==> config.mk <==
export PLATFORM = sky130hd
export DESIGN_NAME = cache_back_end
export DESIGN_NICKNAME = d
export VERILOG_FILES = /design/src/source/cache_be_pkg.sv /design/src/source/cache_back_end.sv /design/src/source/mem_port_arbiter.sv /design/src/source/write_channel.sv /design/src/source/write_lane_align.sv /design/src/source/line_fetch_ctrl.sv /design/src/source/beat_counter.sv
export SDC_FILE = /design/constraint.sdc
export NUM_CORES = 1
export LEC_CHECK = 0
export BUFFER_PORTS_ARGS = -buffer_cell sky130_fd_sc_hd__buf_4
export CAP_MARGIN = 20
export CORE_AREA = 4 4 131 133
export DETAILED_ROUTE_END_ITERATION = 7
export DIE_AREA = 0 0 135 137
export GPL_TIMING_DRIVEN = 0
export PLACE_DENSITY = 0.6
export SKIP_CTS_REPAIR_TIMING = 1
export SLEW_MARGIN = 30
export SYNTH_ARGS = -nofsm -noshare
export SYNTH_HDL_FRONTEND = slang
export SYNTH_SLANG_ARGS = --single-unit
==> constraint.sdc <==
create_clock -name clk -period 5.6 [get_ports clk]
set_clock_uncertainty 0.2 [all_clocks]
set_input_delay 0.84 -clock clk [delete_from_list [all_inputs] [get_ports clk]]
set_output_delay 0.84 -clock clk [all_outputs]
set_load 0.1 [all_outputs]
==> src/source/cache_be_pkg.sv <==
`default_nettype none

package cache_be_pkg;

   localparam int ADDR_W    = 32;              // byte address
   localparam int FE_DATA_W = 32;              // cache side word
   localparam int FE_NBYTES = FE_DATA_W / 8;
   localparam int BE_DATA_W = 64;              // memory side word
   localparam int BE_NBYTES = BE_DATA_W / 8;
   localparam int BE_BYTE_W = $clog2(BE_NBYTES);  // byte offset inside a memory word

   // line size the refill beat index is sized for
   localparam int WORD_OFF_W = 3;
   localparam int BEAT_IDX_W = WORD_OFF_W - 1;  // two cache words per beat

   typedef struct packed {
      logic                 valid;
      logic [ADDR_W-1:0]    addr;   // memory word aligned
      logic [BE_DATA_W-1:0] wdata;
      logic [BE_NBYTES-1:0] wstrb;  // all zero on reads
   } mem_req_t;

   typedef struct packed {
      logic [ADDR_W-1:0]    addr;   // low two bits unused
      logic [FE_DATA_W-1:0] wdata;
      logic [FE_NBYTES-1:0] wstrb;
   } wr_req_t;

   typedef struct packed {
      logic                  valid;
      logic [BEAT_IDX_W-1:0] index;  // beat number within the line
      logic [BE_DATA_W-1:0]  rdata;
   } refill_beat_t;

endpackage

`default_nettype wire
==> src/source/cache_back_end.sv <==
`default_nettype none

module cache_back_end
  #(
    parameter  int WORD_OFF_W = cache_be_pkg::WORD_OFF_W,   // 2**WORD_OFF_W cache words per line
    localparam int LINE_LSB   = cache_be_pkg::BE_BYTE_W + WORD_OFF_W - 1
    )
   (
    input  wire                                   clk,
    input  wire                                   reset,
    // write-through side
    input  wire                                   write_valid,
    input  wire cache_be_pkg::wr_req_t            write_req,
    output logic                                  write_ready,
    // line replacement side
    input  wire                                   replace_valid,
    input  wire [cache_be_pkg::ADDR_W-1:LINE_LSB] replace_addr,
    output logic                                  replace_ready,
    output cache_be_pkg::refill_beat_t            refill,
    // memory bus
    output cache_be_pkg::mem_req_t                mem_req,
    input  wire [cache_be_pkg::BE_DATA_W-1:0]     mem_rdata,
    input  wire                                   mem_ready
    );

   logic [WORD_OFF_W-2:0]  count;
   logic                   last_beat;
   logic                   clear;
   logic                   advance;
   cache_be_pkg::mem_req_t rd_req;
   cache_be_pkg::mem_req_t wr_mem_req;
   logic                   rd_mem_ready;
   logic                   wr_mem_ready;

   beat_counter #(.WORD_OFF_W(WORD_OFF_W)) beat_cnt
     (
      .clk       (clk),
      .reset     (reset),
      .clear     (clear),
      .advance   (advance),
      .count     (count),
      .last_beat (last_beat)
      );

   line_fetch_ctrl #(.WORD_OFF_W(WORD_OFF_W)) fetch_ctrl
     (
      .clk           (clk),
      .reset         (reset),
      .replace_valid (replace_valid),
      .replace_addr  (replace_addr),
      .replace_ready (replace_ready),
      .refill        (refill),
      .rd_req        (rd_req),
      .rd_mem_ready  (rd_mem_ready),
      .mem_rdata     (mem_rdata),
      .count         (count),
      .last_beat     (last_beat),
      .clear         (clear),
      .advance       (advance)
      );

   write_channel wr_chan
     (
      .clk          (clk),
      .reset        (reset),
      .write_valid  (write_valid),
      .write_req    (write_req),
      .write_ready  (write_ready),
      .wr_mem_req   (wr_mem_req),
      .wr_mem_ready (wr_mem_ready)
      );

   mem_port_arbiter port_arb
     (
      .clk          (clk),
      .reset        (reset),
      .rd_req       (rd_req),
      .wr_req       (wr_mem_req),
      .mem_req      (mem_req),
      .mem_ready    (mem_ready),
      .rd_mem_ready (rd_mem_ready),
      .wr_mem_ready (wr_mem_ready)
      );

endmodule

`default_nettype wire

==> src/source/mem_port_arbiter.sv <==
`default_nettype none

module mem_port_arbiter
   (
    input  wire                         clk,
    input  wire                         reset,
    input  wire cache_be_pkg::mem_req_t rd_req,
    input  wire cache_be_pkg::mem_req_t wr_req,
    output cache_be_pkg::mem_req_t      mem_req,
    input  wire                         mem_ready,
    output logic                        rd_mem_ready,
    output logic                        wr_mem_ready
    );

   logic held;       // grant kept until mem_ready
   logic owner_rd;   // grant holder, set for the refill side
   logic sel_rd;

   // an open port goes to the read side first
   assign sel_rd = held ? owner_rd : rd_req.valid;

   assign mem_req = sel_rd ? rd_req : wr_req;

   // only the owner sees the memory answer
   assign rd_mem_ready = mem_ready && mem_req.valid && sel_rd;
   assign wr_mem_ready = mem_ready && mem_req.valid && !sel_rd;

   always_ff @(posedge clk, posedge reset)
   begin
      if (reset)
      begin
         held     <= 1'b0;
         owner_rd <= 1'b0;
      end
      else
      begin
         held <= mem_req.valid && !mem_ready;   // stalled transfer keeps its grant
         if (mem_req.valid)
         begin
            owner_rd <= sel_rd;
         end
      end
   end

endmodule

`default_nettype wire

==> src/source/write_channel.sv <==
`default_nettype none

module write_channel
   (
    input  wire                        clk,
    input  wire                        reset,
    input  wire                        write_valid,
    input  wire cache_be_pkg::wr_req_t write_req,
    output logic                       write_ready,
    output cache_be_pkg::mem_req_t     wr_mem_req,
    input  wire                        wr_mem_ready
    );

   typedef enum logic {idle, busy} state_t;

   state_t                             state;
   cache_be_pkg::wr_req_t              req_q;        // accepted write
   logic [cache_be_pkg::BE_DATA_W-1:0] lane_wdata;
   logic [cache_be_pkg::BE_NBYTES-1:0] lane_wstrb;

   always_ff @(posedge clk, posedge reset)
   begin
      if (reset)
      begin
         state <= idle;
      end
      else if (state == idle)
      begin
         if (write_valid)
         begin
            state <= busy;
         end
      end
      else if (wr_mem_ready)
      begin
         state <= idle;   // ready again next cycle
      end
   end

   always_ff @(posedge clk)
   begin
      if (write_valid && write_ready)
      begin
         req_q <= write_req;
      end
   end

   write_lane_align lane_align
     (
      .req       (req_q),
      .mem_wdata (lane_wdata),
      .mem_wstrb (lane_wstrb)
      );

   assign write_ready = (state == idle);

   always_comb
   begin
      wr_mem_req.valid = (state == busy);
      wr_mem_req.addr  = {req_q.addr[cache_be_pkg::ADDR_W-1:cache_be_pkg::BE_BYTE_W],
                          {cache_be_pkg::BE_BYTE_W{1'b0}}};
      wr_mem_req.wdata = lane_wdata;
      wr_mem_req.wstrb = (state == busy) ? lane_wstrb : '0;   // no strobes when idle
   end

endmodule

`default_nettype wire

==> src/source/write_lane_align.sv <==
`default_nettype none

module write_lane_align
   (
    input  wire cache_be_pkg::wr_req_t         req,
    output logic [cache_be_pkg::BE_DATA_W-1:0] mem_wdata,
    output logic [cache_be_pkg::BE_NBYTES-1:0] mem_wstrb
    );

   localparam int LANE_BIT = cache_be_pkg::BE_BYTE_W - 1;   // picks the 32 bit half
   localparam int PAD_D    = cache_be_pkg::BE_DATA_W - cache_be_pkg::FE_DATA_W;
   localparam int PAD_S    = cache_be_pkg::BE_NBYTES - cache_be_pkg::FE_NBYTES;

   logic [cache_be_pkg::BE_DATA_W-1:0] wdata_low;
   logic [cache_be_pkg::BE_NBYTES-1:0] wstrb_low;

   // word and strobes placed in the low lane first
   assign wdata_low = {{PAD_D{1'b0}}, req.wdata};
   assign wstrb_low = {{PAD_S{1'b0}}, req.wstrb};

   always_comb
   begin
      if (req.addr[LANE_BIT])
      begin
         mem_wdata = wdata_low << cache_be_pkg::FE_DATA_W;   // upper lane
         mem_wstrb = wstrb_low << cache_be_pkg::FE_NBYTES;
      end
      else
      begin
         mem_wdata = wdata_low;
         mem_wstrb = wstrb_low;
      end
   end

endmodule

`default_nettype wire

==> src/source/line_fetch_ctrl.sv <==
`default_nettype none

module line_fetch_ctrl
  #(
    parameter  int WORD_OFF_W = 3,
    localparam int LINE_LSB   = cache_be_pkg::BE_BYTE_W + WORD_OFF_W - 1
    )
   (
    input  wire                                   clk,
    input  wire                                   reset,
    input  wire                                   replace_valid,
    input  wire [cache_be_pkg::ADDR_W-1:LINE_LSB] replace_addr,
    output logic                                  replace_ready,
    output cache_be_pkg::refill_beat_t            refill,
    output cache_be_pkg::mem_req_t                rd_req,
    input  wire                                   rd_mem_ready,
    input  wire [cache_be_pkg::BE_DATA_W-1:0]     mem_rdata,
    input  wire [WORD_OFF_W-2:0]                  count,
    input  wire                                   last_beat,
    output logic                                  clear,
    output logic                                  advance
    );

   localparam int IDX_W = cache_be_pkg::BEAT_IDX_W;

   typedef enum logic [1:0] {idle, fetch, finish} state_t;

   state_t                                state;
   logic [cache_be_pkg::ADDR_W-1:LINE_LSB] line_addr;   // latched line being refilled
   logic                                  beat_done;

   assign beat_done = (state == fetch) && rd_mem_ready;

   always_ff @(posedge clk, posedge reset)
   begin
      if (reset)
      begin
         state <= idle;
      end
      else
      begin
         case (state)
            idle:
            begin
               if (replace_valid)
               begin
                  state <= fetch;
               end
            end
            fetch:
            begin
               if (beat_done && last_beat)
               begin
                  state <= finish;
               end
            end
            default:
            begin
               state <= idle;   // single end cycle
            end
         endcase
      end
   end

   always_ff @(posedge clk)
   begin
      if (replace_valid && replace_ready)
      begin
         line_addr <= replace_addr;
      end
   end

   assign replace_ready = (state == idle);
   assign clear         = (state == idle);   // start every line at beat 0
   assign advance       = beat_done;

   // beat address is line address plus beat count
   always_comb
   begin
      rd_req.valid = (state == fetch);
      rd_req.addr  = {line_addr, count, {cache_be_pkg::BE_BYTE_W{1'b0}}};
      rd_req.wdata = '0;
      rd_req.wstrb = '0;                     // read
   end

   always_comb
   begin
      refill.valid = beat_done;              // same cycle as mem_ready
      refill.index = IDX_W'(count);
      refill.rdata = mem_rdata;
   end

endmodule

`default_nettype wire

==> src/source/beat_counter.sv <==
`default_nettype none

module beat_counter
  #(
    parameter int WORD_OFF_W = 3
    )
   (
    input  wire                   clk,
    input  wire                   reset,
    input  wire                   clear,     // back to beat 0
    input  wire                   advance,   // one beat accepted
    output logic [WORD_OFF_W-2:0] count,
    output logic                  last_beat
    );

   always_ff @(posedge clk, posedge reset)
   begin
      if (reset)
      begin
         count <= '0;
      end
      else if (clear)
      begin
         count <= '0;
      end
      else if (advance)
      begin
         count <= count + 1'b1;   // wraps to 0 after the last beat
      end
   end

   assign last_beat = &count;     // final beat of the line

endmodule

`default_nettype wire

[Word level (Yosys, flattened, before mapping)]
Cells that the tools add are included.
Word-level totals
  register bits: 102
  memory bits (read-only): 0
  memories kept: 0
  logic and storage cells: 41
  latch bits: 0
  memory bits (writable): 0
  input port bits: 164
  output and inout port bits: 174
Cells by class
  shift operators: 0
  $mul: 0
  divide/modulo/power cells: 0
  bitwise logic cells: 1
  add/subtract/negate cells: 1
  muxes and demuxes: 13
  reductions and logical operators: 14
  equal/unequal tests: 3
  magnitude comparators: 0
Operators by type and width (count)
  $mux W105: 1
  $mux W64: 1
  $mux W8: 2
  $logic_and A1 B1 Y1: 8
  $mux W2: 4
  $mux W1: 4
  $ne A2 B2 Y1 const B: 2
  $pmux W2 S2: 1
  $reduce_and A2 Y1: 2
  $add A2 B1 Y2 const B: 1
  $eq A2 B1 Y1 const B: 1
  $logic_not A1 Y1: 2
  $logic_not A2 Y1: 1
  $reduce_bool A2 Y1: 1
  $not A1 Y1: 1

[Longest topological paths before layout]
  word-level depth: 9
  gate-level depth with buffers: 5
  depth with buffers taken out: 3

[Cells and area by module]
Synthesis repeated with hierarchy kept, for this count alone.
Unflattened totals
  cell total of the unflattened synthesis: 515
  area total of the unflattened synthesis: 6349.8 um^2
Modules (own cells, without submodules)
  write_channel: area an instance 2396.0 um^2, sequential area each 2067.0 um^2, cells each 115, instances 1
  line_fetch_ctrl: area an instance 2005.7 um^2, sequential area each 860.8 um^2, cells each 183, instances 1
  mem_port_arbiter: area an instance 1370.1 um^2, sequential area each 50.0 um^2, cells each 130, instances 1
  write_lane_align: area an instance 485.5 um^2, sequential area each 0.0 um^2, cells each 79, instances 1
  beat_counter: area an instance 92.6 um^2, sequential area each 50.0 um^2, cells each 8, instances 1

[Worst setup path after synthesis]
OpenSTA, ideal clock, no wires.
  kind: input to register
  start point: input write_valid
  end point: register wr_chan.req_q[0] in the netlist's numbering (enable)
  arrival time: 3.740 ns
  buffers on the path: 0
  cell stages on the path: 1
  required time: 4.902 ns
  slack: 1.162 ns
  setup time: 0.498 ns
  cell sequence: nor2b_1
On the way
  cells in the longest elaborated chain, start to end: 1
RTL lines
  from (decl): RTL line cache_back_end.sv:12  | input wire write_valid,
  $logic_and A1 B1 Y1: RTL line write_channel.sv:42  | if (write_valid && write_ready)
  to (signal assigned): RTL line write_channel.sv:44  | req_q <= write_req;
  to (decl): RTL line write_channel.sv:17  | cache_be_pkg::wr_req_t req_q;
No other way between the ends.
A chain may end at the register's enable or synchronous reset.

==> impl_results.md <==
* RSZ-0062 raised after global routing: false
* RR Endpoint: fetch_ctrl.line_addr[30]$_DFFE_PP_
* Post-route ant nets at 0
* Post-synth EDFFs at 93
* Placement Setup Slack at 2.302 ns
* Average size of a mapped cell at 14.46 µm²
* FILL cells at 1,466
* Post-synthesis compound-gate area fraction at 1.465%
* Total vias in the final route at 3,489
* Final Non-Filler Cells at 818
* First-pass DRT Iterations at 4
* CP Class: flop to output pin
* Total wire length at 15.73 mm
* Setup WS post-layout at 2.092 ns
* Number of global-route vias before repair at 3,840
* Final setup viols at 0
* Buffer and inverter count on the worst path at 3
* Fin crit share at 62.65%
* Multiplexer share of the synthesized area at 7.658%
* Post-Synthesis Cells at 313
* Final hold viol count at 0
* Area of the core at 15,830 µm²
* Area Overhead vs Synth at 59.11%
* Reg2reg path depth at 2
* Async SR Flop Fraction at 7.000%
* Actual slew at the worst max-slew pin at 0.7803 ns
* IR drop worst, VDD at 0.6138 mV
* CTS tree: done
* Grt total ovfl at 0
* Post-synth top flop: edfxtp_1
* Die Footprint at 18,500 µm²
* Commonest cells after routing, fill and taps aside: buf_4 (337), edfxtp_1 (93), and3_1 (37)
* Arrival time at the worst endpoint at 2.47 ns
* Fraction of layout cells with a size suffix above 1 at 66.11%
* Ys Warns at 0
* Starting density of the core at 28.59%
* Mapped Area at 4526 µm²
* CP startpoint kind: flop
* Largest net degree at the start of global routing at 28
* Status: completed
* Initial antenna violation count at 0
* Avg WL per Cell at 19.23 µm
* R2R setup slack at 3.79 ns
* Detailed router's first-iteration violation count at 68
* Worst Hold Class: primary input to async pin
* CP max stage delay at 0.69 ns
* I/O Pins at 338
* Number of library cell types mapped by synthesis at 26
* Critical path's slowest cell: a211oi_2
* P per Cell Area at 622.1 nW/µm²
* CTS buffer count at 9
* I/O Buffers at 268
* Synth Area in Adders at 0.2765%
* Max_slew headroom at 47.89%
* GRT Util Overall at 15.98%
* First-pass GRT wire length at 22.20 mm
* Largest family of logic cells by synthesized area: buffers and inverters
* Final Max Slew Viols at 0
* Clk pin slew, worst setup/hold paths at 0.07 ns
* CP max FO at 10
* Maximum clock path buffer count at 2
* Post-Place Cells at 802
* DRC violations left at 0
* Commonest non-fill, non-tap cell in the layout: buf_4
* H-tree levels at 3
* FP Rows at 46
* Root Driver: clkbuf_16
* Simple-gate portion of the synthesized area at 11.67%
* CP cell instances: buf_1 > a211oi_2 > clkbuf_2 > and2_1 > buf_4
* Num Clock Sinks at 100
* Min Tclk post-route at 3.508 ns
* Vias per cell at 4.265
* Largest delay share family, worst path: buffers and inverters
* Multi-input logic area at 973.4 µm²
* Placer Congestion at 0.8012
* Synth Register Bits at 100
* DIE WIDTH at 135 µm
* Crit. End Element: output pin
* Antenna Cells at 0
* Net count, final at 762
* Clk Latency, worst-skew pair at 0.34 ns
* MaxCap Viol Count at 0
* Post-DP HPWL at 12.99 mm
* Seq/Total Area, Yosys at 65.58%
* Finished Core Util at 45.49%
* Flip-flop and latch area at 2968 µm²
* XOR/XNOR Fraction of Synth Area at 0%
* Vert. Die Dim at 137 µm
* Leakage power at 0.003343 µW
* Worst Path Required at 4.56 ns
* Max Freq at 0.2851 GHz
* R2r startpoint: fetch_ctrl.state[1]$_DFFE_PP0P_
state kept, by name, summed over array words and instances, names as in the netlist:
signal and flops:
wr_chan.req_q 37, wr_chan.state 1, port_arb.held 1, beat_cnt.count 2
port_arb.owner_rd 1, wr_chan.wr_mem_req 29, fetch_ctrl.line_addr 27, fetch_ctrl.state 2
power breakdown:
| group | internal [µW] | total [µW] | switching, µW |
|---|---|---|---|
| combinational | 617 | 2850 | 2230 |
| clock | 313 | 608 | 294 |
| sequential | 963 | 1020 | 57.8 |
| total | 1890 | 4480 | 2590 |
worst max path at each step:
stage / start / endpoint / cells after the start
3_5_place_dp: wr_chan.req_q[38]$_DFFE_PP_ / mem_req[31] / 5
4_1_cts: wr_chan.req_q[38]$_DFFE_PP_ / mem_req[31] / 5
5_1_grt: wr_chan.req_q[38]$_DFFE_PP_ / mem_req[33] / 5
2_1_floorplan: write_valid / wr_chan.req_q[0]$_DFFE_PP_ / 1
6_report: wr_chan.req_q[38]$_DFFE_PP_ / mem_req[33] / 5
3_3_place_gp: write_valid / wr_chan.req_q[10]$_DFFE_PP_ / 2
area by class of cell:
class	count	area share, %
timing repair buffer	271	29.09
clock inverter	7	0.9557
buffer	84	8.132
sequential	100	41.22
tap	216	3.753
clock buffer	9	3.128
inverter	4	0.2085
multi-input combinational	127	13.52
metal layers:
metal | vias up | wire, µm | GRT usage, %
li1 | 1617 | - | -
met1 | 1640 | 5457 | 16.66
met2 | 213 | 8169 | 29.10
met3 | 19 | 1773 | 6.654
met4 | 0 | 328 | 5.319
met5 | - | 0 | 0
cell usage after synthesis (4+ instances only):
| cell type | instances | area [µm²] |
|---|---|---|
| mux2_2 | 29 | 326.6 |
| buf_4 | 69 | 518.0 |
| and2_1 | 34 | 212.7 |
| buf_2 | 4 | 20.02 |
| and3_1 | 37 | 231.5 |
| and4_1 | 4 | 35.03 |
| edfxtp_1 | 93 | 2793 |
| inv_1 | 4 | 15.01 |
| dfrtp_1 | 7 | 175.2 |
| clkbuf_1 | 5 | 18.77 |
| clkbuf_2 | 5 | 25.02 |
cells by family (layout without fill, tap and decap cells):
logic type	after synthesis	count (layout)
AOI/OAI and AO/OA	9	9
adders and majority gates	1	1
buffers and inverters	88	375
DFF	100	100
muxes	31	31
other	1	3
and+or+nand+nor	83	83
through the flow:
step	instance area (µm²)	hold WS (ns)	setup TNS [ns]	power, µW
after global routing	7201	0.2507	0	4632
after CTS	7201	0.2237	0	4527
after floorplan	4533	0.2901	0	3271
after detailed placement	6907	0.3458	0	3913
after global placement	6815	0.3286	-31.85	3877
final	7201	0.2414	0	4480
(Power assumes the default switching activity.)
